===== config.mk =====
export PLATFORM = sky130hd
export DESIGN_NAME = pmp_top
export DESIGN_NICKNAME = d
export VERILOG_FILES = /design/src/pmp_pkg.sv /design/src/pmp_csr_file.sv /design/src/pmp_port_check.sv /design/src/pmp_top.sv
export SDC_FILE = /design/constraint.sdc
export NUM_CORES = 2
export LEC_CHECK = 0
export BUFFER_PORTS_ARGS = -buffer_cell sky130_fd_sc_hd__buf_4
export CORE_ASPECT_RATIO = 0.5
export CORE_MARGIN = 4
export CORE_UTILIZATION = 24
export DETAILED_ROUTE_END_ITERATION = 10
export MAX_ROUTING_LAYER = met4
export PLACE_DENSITY_LB_ADDON = 0.12
export RECOVER_POWER = 25
export SYNTH_ARGS = -nofsm -noshare
export SYNTH_HDL_FRONTEND = slang
export SYNTH_SLANG_ARGS = --single-unit

===== constraint.sdc =====
create_clock -name g_clk -period 12.4 [get_ports g_clk]
set_clock_uncertainty 0.15 [all_clocks]
set_input_delay 0 -clock g_clk [delete_from_list [all_inputs] [get_ports g_clk]]
set_output_delay 0 -clock g_clk [all_outputs]
set_load 0.01 [all_outputs]

===== src/pmp_pkg.sv =====
// ------------------------------
// Shared PMP definitions for the RV64 CSR layout
// Eight regions with word addresses only
// Only config CSR 0x3A0 carries bytes
// ------------------------------
`default_nettype none

package pmp_pkg;

    // Sizes ------------------------
    localparam int pmp_num_regions = 8;     // Protection regions
    localparam int pmp_aw          = 32;    // Word address width
    localparam int csr_dw          = 64;    // CSR data width

    // CSR numbers ------------------
    localparam logic [11:0] csr_cfg_base  = 12'h3A0;  // pmpcfg0
    localparam logic [11:0] csr_addr_base = 12'h3B0;  // pmpaddr0

    // Address matching modes in cfg bits 4:3
    localparam logic [1:0] a_off   = 2'b00;  // Region disabled
    localparam logic [1:0] a_tor   = 2'b01;  // Top of range
    localparam logic [1:0] a_na4   = 2'b10;  // Single word
    localparam logic [1:0] a_napot = 2'b11;  // Aligned power of two

    // One config byte in CSR bit order
    typedef struct packed {
        logic       lock;   // Bit 7 also binds machine mode
        logic [1:0] rsvd;   // Bits 6:5
        logic [1:0] mode;   // Bits 4:3
        logic       x;      // Execute allowed
        logic       w;      // Write allowed
        logic       r;      // Read allowed
    } pmp_cfg_t;

    // 40-bit region as the checkers see it
    typedef struct packed {
        pmp_cfg_t            cfg;
        logic [pmp_aw-1:0]   addr;
    } pmp_region_t;

    // Access kind picks the permission bit
    typedef enum logic [1:0] {
        acc_read  = 2'd0,
        acc_write = 2'd1,
        acc_exec  = 2'd2
    } pmp_acc_e;

    // 36-bit access check request
    typedef struct packed {
        logic              valid;   // Check this cycle
        logic              mmode;   // Machine mode when set
        pmp_acc_e          kind;
        logic [pmp_aw-1:0] addr;    // Word address
    } pmp_req_t;

    // 80-bit CSR access
    typedef struct packed {
        logic              en;      // Access enable
        logic              wr;      // Set and clear need it too
        logic              set;     // OR wdata into old value
        logic              clr;     // Clear the bits of wdata
        logic [11:0]       num;     // CSR number
        logic [csr_dw-1:0] wdata;
    } csr_req_t;

    // 65-bit CSR response
    typedef struct packed {
        logic [csr_dw-1:0] rdata;
        logic              error;   // Number outside both ranges
    } csr_rsp_t;

endpackage

`default_nettype wire


===== src/pmp_csr_file.sv =====
// ------------------------------
// PMP config and address registers
// Writes need en and wr, set and clr modify wdata
// Locked bytes stay fixed until reset
// Response is combinational on the request
// ------------------------------
`timescale 1ns/1ns
`default_nettype none

module pmp_csr_file (
    input  logic                 g_clk,
    input  logic                 g_resetn,
    input  pmp_pkg::csr_req_t    csr,
    output pmp_pkg::csr_rsp_t    csr_rsp,
    output pmp_pkg::pmp_region_t regions [pmp_pkg::pmp_num_regions]
);

    localparam int nr = pmp_pkg::pmp_num_regions;
    localparam int aw = pmp_pkg::pmp_aw;
    localparam int dw = pmp_pkg::csr_dw;

    pmp_pkg::pmp_cfg_t cfg_q  [nr];   // Config bytes
    logic [aw-1:0]     addr_q [nr];   // Address registers

    logic [dw-1:0] cfg_word;          // Packed view of pmpcfg0
    logic [dw-1:0] cfg_wval;          // New pmpcfg0 value before lock masking
    logic [dw-1:0] addr_rd;           // Selected address register, zero padded
    logic [nr-1:0] addr_hit;          // One-hot address CSR select
    logic          is_cfg;            // Any even config CSR
    logic          is_cfg0;           // The only populated one
    logic          is_addr;           // Any of the 16 address CSRs
    logic          wr_en;

    // Plain write, set or clear
    function automatic logic [dw-1:0] write_val(
        input logic [dw-1:0] old,
        input logic [dw-1:0] wd,
        input logic          set,
        input logic          clr
    );
        if (set) begin
            write_val = old | wd;
        end else if (clr) begin
            write_val = old & ~wd;
        end else begin
            write_val = wd;
        end
    endfunction

    // Decode ------------------------
    assign is_cfg  = (csr.num[11:4] == pmp_pkg::csr_cfg_base[11:4]) && !csr.num[0];
    assign is_cfg0 = csr.num == pmp_pkg::csr_cfg_base;
    assign is_addr = csr.num[11:4] == pmp_pkg::csr_addr_base[11:4];
    assign wr_en   = csr.en && csr.wr;

    always_comb begin
        cfg_word = '0;                       // Bytes above the last region read zero
        for (int i = 0; i < nr; i++) begin
            cfg_word[8*i +: 8] = cfg_q[i];   // Byte i is region i
        end
    end

    assign cfg_wval = write_val(cfg_word, csr.wdata, csr.set, csr.clr);

    // Per region registers ----------
    for (genvar i = 0; i < nr; i++) begin : g_region
        logic          tor_lock;   // Region above is a locked TOR
        logic [dw-1:0] addr_new;

        if (i < nr - 1) begin : g_above
            assign tor_lock = cfg_q[i+1].lock && (cfg_q[i+1].mode == pmp_pkg::a_tor);
        end else begin : g_top
            assign tor_lock = 1'b0;          // Nothing above the last region
        end

        assign addr_hit[i] = csr.num == (pmp_pkg::csr_addr_base + 12'(i));
        assign addr_new    = write_val({{(dw-aw){1'b0}}, addr_q[i]}, csr.wdata,
                                       csr.set, csr.clr);

        always_ff @(posedge g_clk) begin
            if (!g_resetn) begin
                cfg_q[i] <= '0;              // All regions off
            end else if (wr_en && is_cfg0 && !cfg_q[i].lock) begin
                cfg_q[i] <= cfg_wval[8*i +: 8];   // Reserved bits kept as written
            end
        end

        always_ff @(posedge g_clk) begin
            if (!g_resetn) begin
                addr_q[i] <= '0;
            end else if (wr_en && addr_hit[i] && !cfg_q[i].lock && !tor_lock) begin
                addr_q[i] <= addr_new[aw-1:0];    // Upper CSR bits dropped
            end
        end

        // Checker view
        assign regions[i].cfg  = cfg_q[i];
        assign regions[i].addr = addr_q[i];
    end

    // Read mux ----------------------
    always_comb begin
        addr_rd = '0;                        // Unpopulated address CSRs read zero
        for (int i = 0; i < nr; i++) begin
            if (addr_hit[i]) begin
                addr_rd = {{(dw-aw){1'b0}}, addr_q[i]};
            end
        end
    end

    always_comb begin
        csr_rsp.error = !(is_cfg || is_addr);
        if (is_cfg0) begin
            csr_rsp.rdata = cfg_word;
        end else if (is_addr) begin
            csr_rsp.rdata = addr_rd;
        end else begin
            csr_rsp.rdata = '0;              // Also covers odd and empty config CSRs
        end
    end

endmodule

`default_nettype wire


===== src/pmp_port_check.sv =====
// ------------------------------
// PMP check for one access port
// trap is combinational, error is trap one cycle later
// Lowest numbered matching region decides
// Machine mode is bound by locked regions only
// ------------------------------
`timescale 1ns/1ns
`default_nettype none

module pmp_port_check (
    input  logic                 g_clk,
    input  logic                 g_resetn,
    input  pmp_pkg::pmp_region_t regions [pmp_pkg::pmp_num_regions],
    input  pmp_pkg::pmp_req_t    req,
    output logic                 trap,
    output logic                 error
);

    localparam int nr = pmp_pkg::pmp_num_regions;
    localparam int aw = pmp_pkg::pmp_aw;

    logic [aw-1:0] tor_base [nr];   // Lower TOR bound per region
    logic [nr-1:0] hit;             // Region matches req.addr
    logic [nr-1:0] perm;            // Region grants req.kind
    logic [nr-1:0] lock;            // Region is locked
    logic          any_hit;
    logic          sel_perm;        // Permission of the winning region
    logic          sel_lock;        // Lock of the winning region
    logic          deny;

    // Matching functions -----------

    // Low bound inclusive, top exclusive
    function automatic logic tor_hit(
        input logic [aw-1:0] a,
        input logic [aw-1:0] base,
        input logic [aw-1:0] top
    );
        tor_hit = (a >= base) && (a < top);
    endfunction

    // t trailing ones give a block of 2^(t+1) words
    function automatic logic napot_hit(
        input logic [aw-1:0] a,
        input logic [aw-1:0] r
    );
        logic [aw-1:0] dont_care;
        dont_care = r ^ (r + 1'b1);          // Ones in bits t down to 0
        napot_hit = ((a ^ r) & ~dont_care) == '0;
    endfunction

    // Permission bit for the access kind
    function automatic logic perm_bit(
        input pmp_pkg::pmp_cfg_t cfg,
        input pmp_pkg::pmp_acc_e kind
    );
        case (kind)
            pmp_pkg::acc_read:  perm_bit = cfg.r;
            pmp_pkg::acc_write: perm_bit = cfg.w;
            pmp_pkg::acc_exec:  perm_bit = cfg.x;
            default:            perm_bit = 1'b0;   // Unused code, never granted
        endcase
    endfunction

    // Per region match -------------
    for (genvar i = 0; i < nr; i++) begin : g_match
        logic hit_i;

        if (i == 0) begin : g_first
            assign tor_base[i] = '0;         // Region 0 TOR starts at zero
        end else begin : g_next
            assign tor_base[i] = regions[i-1].addr;
        end

        always_comb begin
            case (regions[i].cfg.mode)
                pmp_pkg::a_off:   hit_i = 1'b0;
                pmp_pkg::a_tor:   hit_i = tor_hit(req.addr, tor_base[i], regions[i].addr);
                pmp_pkg::a_na4:   hit_i = req.addr == regions[i].addr;
                pmp_pkg::a_napot: hit_i = napot_hit(req.addr, regions[i].addr);
            endcase
        end

        assign hit[i]  = hit_i;
        assign perm[i] = perm_bit(regions[i].cfg, req.kind);
        assign lock[i] = regions[i].cfg.lock;
    end

    // Priority, scanned top down so the lowest hit wins
    always_comb begin
        any_hit  = 1'b0;
        sel_perm = 1'b0;
        sel_lock = 1'b0;
        for (int k = nr - 1; k >= 0; k--) begin
            if (hit[k]) begin
                any_hit  = 1'b1;
                sel_perm = perm[k];
                sel_lock = lock[k];
            end
        end
    end

    // Decision ----------------------
    always_comb begin
        if (req.mmode) begin
            deny = any_hit && sel_lock && !sel_perm;   // No match means allowed
        end else begin
            deny = !any_hit || !sel_perm;              // User mode needs a grant
        end
    end

    assign trap = req.valid && deny;

    always_ff @(posedge g_clk) begin
        if (!g_resetn) begin
            error <= 1'b0;
        end else begin
            error <= trap;                   // Error response a cycle behind
        end
    end

endmodule

`default_nettype wire


===== src/pmp_top.sv =====
// ------------------------------
// PMP unit, one CSR file and two checkers
// Fetch port carries exec requests only
// Data port carries read or write requests
// ------------------------------
`timescale 1ns/1ns
`default_nettype none

module pmp_top (
    input  logic              g_clk,
    input  logic              g_resetn,
    input  pmp_pkg::csr_req_t csr,
    output pmp_pkg::csr_rsp_t csr_rsp,
    input  pmp_pkg::pmp_req_t imem_req,
    output logic              imem_trap,
    output logic              imem_error,
    input  pmp_pkg::pmp_req_t dmem_req,
    output logic              dmem_trap,
    output logic              dmem_error
);

    // Shared region state
    pmp_pkg::pmp_region_t regions [pmp_pkg::pmp_num_regions];

    pmp_csr_file u_csr (
        .g_clk    (g_clk),
        .g_resetn (g_resetn),
        .csr      (csr),
        .csr_rsp  (csr_rsp),
        .regions  (regions)
    );

    // Instruction side --------------
    pmp_port_check u_ichk (
        .g_clk    (g_clk),
        .g_resetn (g_resetn),
        .regions  (regions),
        .req      (imem_req),    // Kind selects the x bit
        .trap     (imem_trap),
        .error    (imem_error)
    );

    // Data side ---------------------
    pmp_port_check u_dchk (
        .g_clk    (g_clk),
        .g_resetn (g_resetn),
        .regions  (regions),
        .req      (dmem_req),    // Kind selects r or w
        .trap     (dmem_trap),
        .error    (dmem_error)
    );

endmodule

`default_nettype wire


==> impl_metrics.tcl <==
set metrics [dict create \
    cp-start-kind "input port" \
    p_per_area_nw_per_um2 90.1 \
    synth_nets 5062 \
    p_clk_frac 0.386 \
    status "finished with violations" \
    synth.area.mux_share 0.00624 \
    htreeDepth 2 \
    worst_r2r_path_depth 13 \
    path_class "input port to register" \
    comb_power_share 0.263 \
    reg2reg_slack_ns 6.54 \
    design.die.area_sq_um 154000 \
    violations "max-capacitance violations, max-slew violations" \
    cts.sinks 322 \
    insertion_delay_ns 0.64 \
    slew_viol_final 296 \
    hold_viol_final 0 \
    p_leak_nw 16.1 \
    synth_seq_area_share 0.272 \
    async_flop_share 0 \
    die_x_um 552 \
    netlist_area_sq_um 35500 \
    internal-power_mw 2.43 \
    crit_fanout 66 \
    io_buffer_count 222 \
    cpPeakStageDelay_ns 2.26 \
    synth_top_area_frac 0.271 \
    setup-violations-final 0 \
    ioPinCount 223 \
    path_cells "dlygate4sd3_1 > clkbuf_1 > nor2_1 > and3_2 > clkbuf_1 > nand3_1 > o21ai_0" \
    wl_per_cell_um 35.0 \
    switchingPower_mw 1.33 \
    critical_path_depth 7 \
    grt_max_degree 67 \
    cp_common_cell "clkbuf_1" \
    irDropWorstVdd_mv 0.0968 \
    ys_top_cells_by_area "edfxtp_1, ha_1, nor3_1, nor2_1, a21oi_1" \
    synth_top_area_cell "edfxtp_1" \
    dr.first_iter.drc_count 5561 \
    grt_pass1_vias 37500 \
    path_delay_family "buffers and inverters" \
    ys_warn_count 0 \
    critPathCaptureType "register" \
    synth_top_family_by_area "simple AND/OR/NAND/NOR gates" \
    post-cts-setup-buffers 0 \
    viasPerCell 6.04 \
    die_h_um 280 \
    worst_pin_slew_ns 3.21 \
    r2r_start "u_csr.addr_q[1][1]" \
    post-place-cells 6451 \
    fillers 15700 \
    synthToLayoutAreaGrowth_pct 17.6 \
    dp_hpwl_mm 190 \
    final_cell_count_no_fill 6602 \
    synthCells 4388 \
    drv_cap 8 \
    required_ns 12.47 \
    path_clk_slew_ns 0.06 \
    grt_usage 0.296 \
    gr-total-overflow 0 \
    wirelength_mm 231 \
    rsz0062_at_grt "no" \
    power_frac_seq 0.351 \
    nNetsFinal 5273 \
    synth_edf_count 320 \
    drtPass1Iterations 7 \
    postRouteAntennaNets 0 \
    swShare 0.353 \
    via_count 39900 \
    synth-seq-cells 322 \
    final.period_utilization 0.498 \
    synthSimpleGateAreaFrac 0.253 \
    fmax_ghz 0.162 \
    drive_above_1_share 0.0901 \
    gp_congestion 1.02 \
    placement_rows 99 \
    initial_core_util 0.243 \
    drc 0 \
    grt_pass1_wl_mm 312 \
    synth.distinct_cells 93 \
    post_cts_resized 0 \
    synth-compound-area-share 0.211 \
    r2r-end "u_dchk.error" \
    period_needed_ns 6.18 \
    hp-class "input port to register" \
    hold_start "csr[77]" \
    path_buf_inv 3 \
    clockRootBuffer "clkbuf_16" \
    antenna_found_initial 27 \
    syn_area_per_cell_sq_um 8.09 \
    clockBufferDepth 3 \
    numCtsBuffers 41 \
    synthXorXnorAreaFrac 0.0163 \
    hold_depth 3 \
    synthAdderAreaFrac 0.183 \
    cts_tree "done" \
    synthFlopType "edfxtp_1" \
    fin_setup_tns_ns 0 \
    arrival_ns 6.25 \
    core_sq_um 146000 \
    cp_slowest_cell "clkbuf_1" \
    slew_headroom -1.14 \
    holdPathEnd "u_csr.cfg_q[1][22]" \
]
==> synthesized netlist by cell type (all sizes together) (101+ instances only) <==
cell type  instances
clkbuf           147
nor4             119
nor3             404
nand2            250
o21ai            149
edfxtp           320
ha               520
a31oi            101
nand3            123
inv              326
a21oi            357
nand4            151
nor2             491
==> worst max-delay path by stage <==
| stage | startpoint | endpoint | slack, ns |
|---|---|---|---|
| finish | csr[64] | u_csr.cfg_q[1][7] | 6.22 |
| global route | csr[64] | u_csr.cfg_q[0][27] | 5.95 |
| CTS | u_csr.addr_q[1][15] | imem_trap | 6.57 |
| detailed placement | u_csr.addr_q[1][15] | imem_trap | 7.25 |
| global placement | u_csr.addr_q[1][99] | dmem_trap | 7.24 |
| floorplan | csr[70] | u_csr.addr_q[1][0] | 6.98 |
==> timing repair <==
item / CTS / global route
endpoints found under the hold margin: 387 / 0
endpoints found under the setup margin: 0 / 0
hold buffers: 74 / 0
==> state kept, by name, summed over array words and instances (netlist names) <==
name,count
u_csr.cfg_q,64
u_ichk.error,1
u_dchk.error,1
u_csr.addr_q,256
==> cells by family (layout without fill, tap and decap cells) <==
kind of cell,Yosys count,in the layout
buf+inv,535,775
other cells,0,5
flops,322,322
xor+xnor,66,66
fa+ha+maj,520,520
mux,22,22
compound gates,1136,1136
simple gates,1787,1787
==> cells in the final DEF, fill, tap and decap left out, types with 74 or more instances in the layout <==
cell             n
a21oi_1        357
a31oi_1        101
buf_4          286
dlygate4sd3_1   74
edfxtp_1       320
ha_1           520
inv_1          326
nand2_1        249
nand3_1        122
nand4_1        150
nor2_1         479
nor3_1         400
nor4_1         105
o21ai_0        143
o22ai_1         87
==> metal layers <==
metal | vias to the layer above | part of all wire | wire [um] | track usage
met5 | - | 0 | 0 | -
met2 | 2152 | 0.41 | 94400 | 0.418
met3 | 262 | 0.099 | 22900 | 0.0584
met4 | 0 | 0.025 | 5710 | 0.0636
li1 | 17400 | - | - | -
met1 | 20100 | 0.47 | 108000 | 0.430
==> tightest hold or removal path, stage by stage <==
cell and delay, ns:
buf_4 0.35, o22ai_1 0.21, nor2_1 0.05
==> power groups by stage <==
stage / Sequential, mW / Clock [mW] / Combinational [mW]
final: 1.32 / 1.45 / 0.990
after global routing: 1.32 / 1.51 / 1.05
after CTS: 1.31 / 1.48 / 0.965
after detailed placement: 1.34 / 0 / 0.941
after global placement: 1.34 / 0 / 0.952
after floorplan: 1.29 / 0 / 0.507
==> area by class of cell <==
type | count | area (sq um) | share of cell area
sequential | 322 | 9650 | 0.231
multi-input combinational | 3531 | 23900 | 0.573
tap | 1969 | 2460 | 0.0590
timing repair buffer | 377 | 2960 | 0.0709
clock inverter | 24 | 427 | 0.0102
clock buffer | 48 | 1090 | 0.0262
antenna | 5 | 12.5 | 0.000300
inverter | 326 | 1220 | 0.0293
==> stage by stage <==
step	power [mW]	hold WS (ns)	instance area, sq um	util	setup WS [ns]
finish	3.76	0.0485	41700	0.285	6.22
global route	3.89	0.0732	41700	0.285	5.95
CTS	3.76	0.000667	41800	0.286	6.57
detailed placement	2.28	0.0937	39600	0.270	7.25
global placement	2.29	0.110	39600	0.270	7.24
floorplan	1.80	-0.0365	35500	-	6.98
Note: power is estimated with default switching activity, not from simulation.
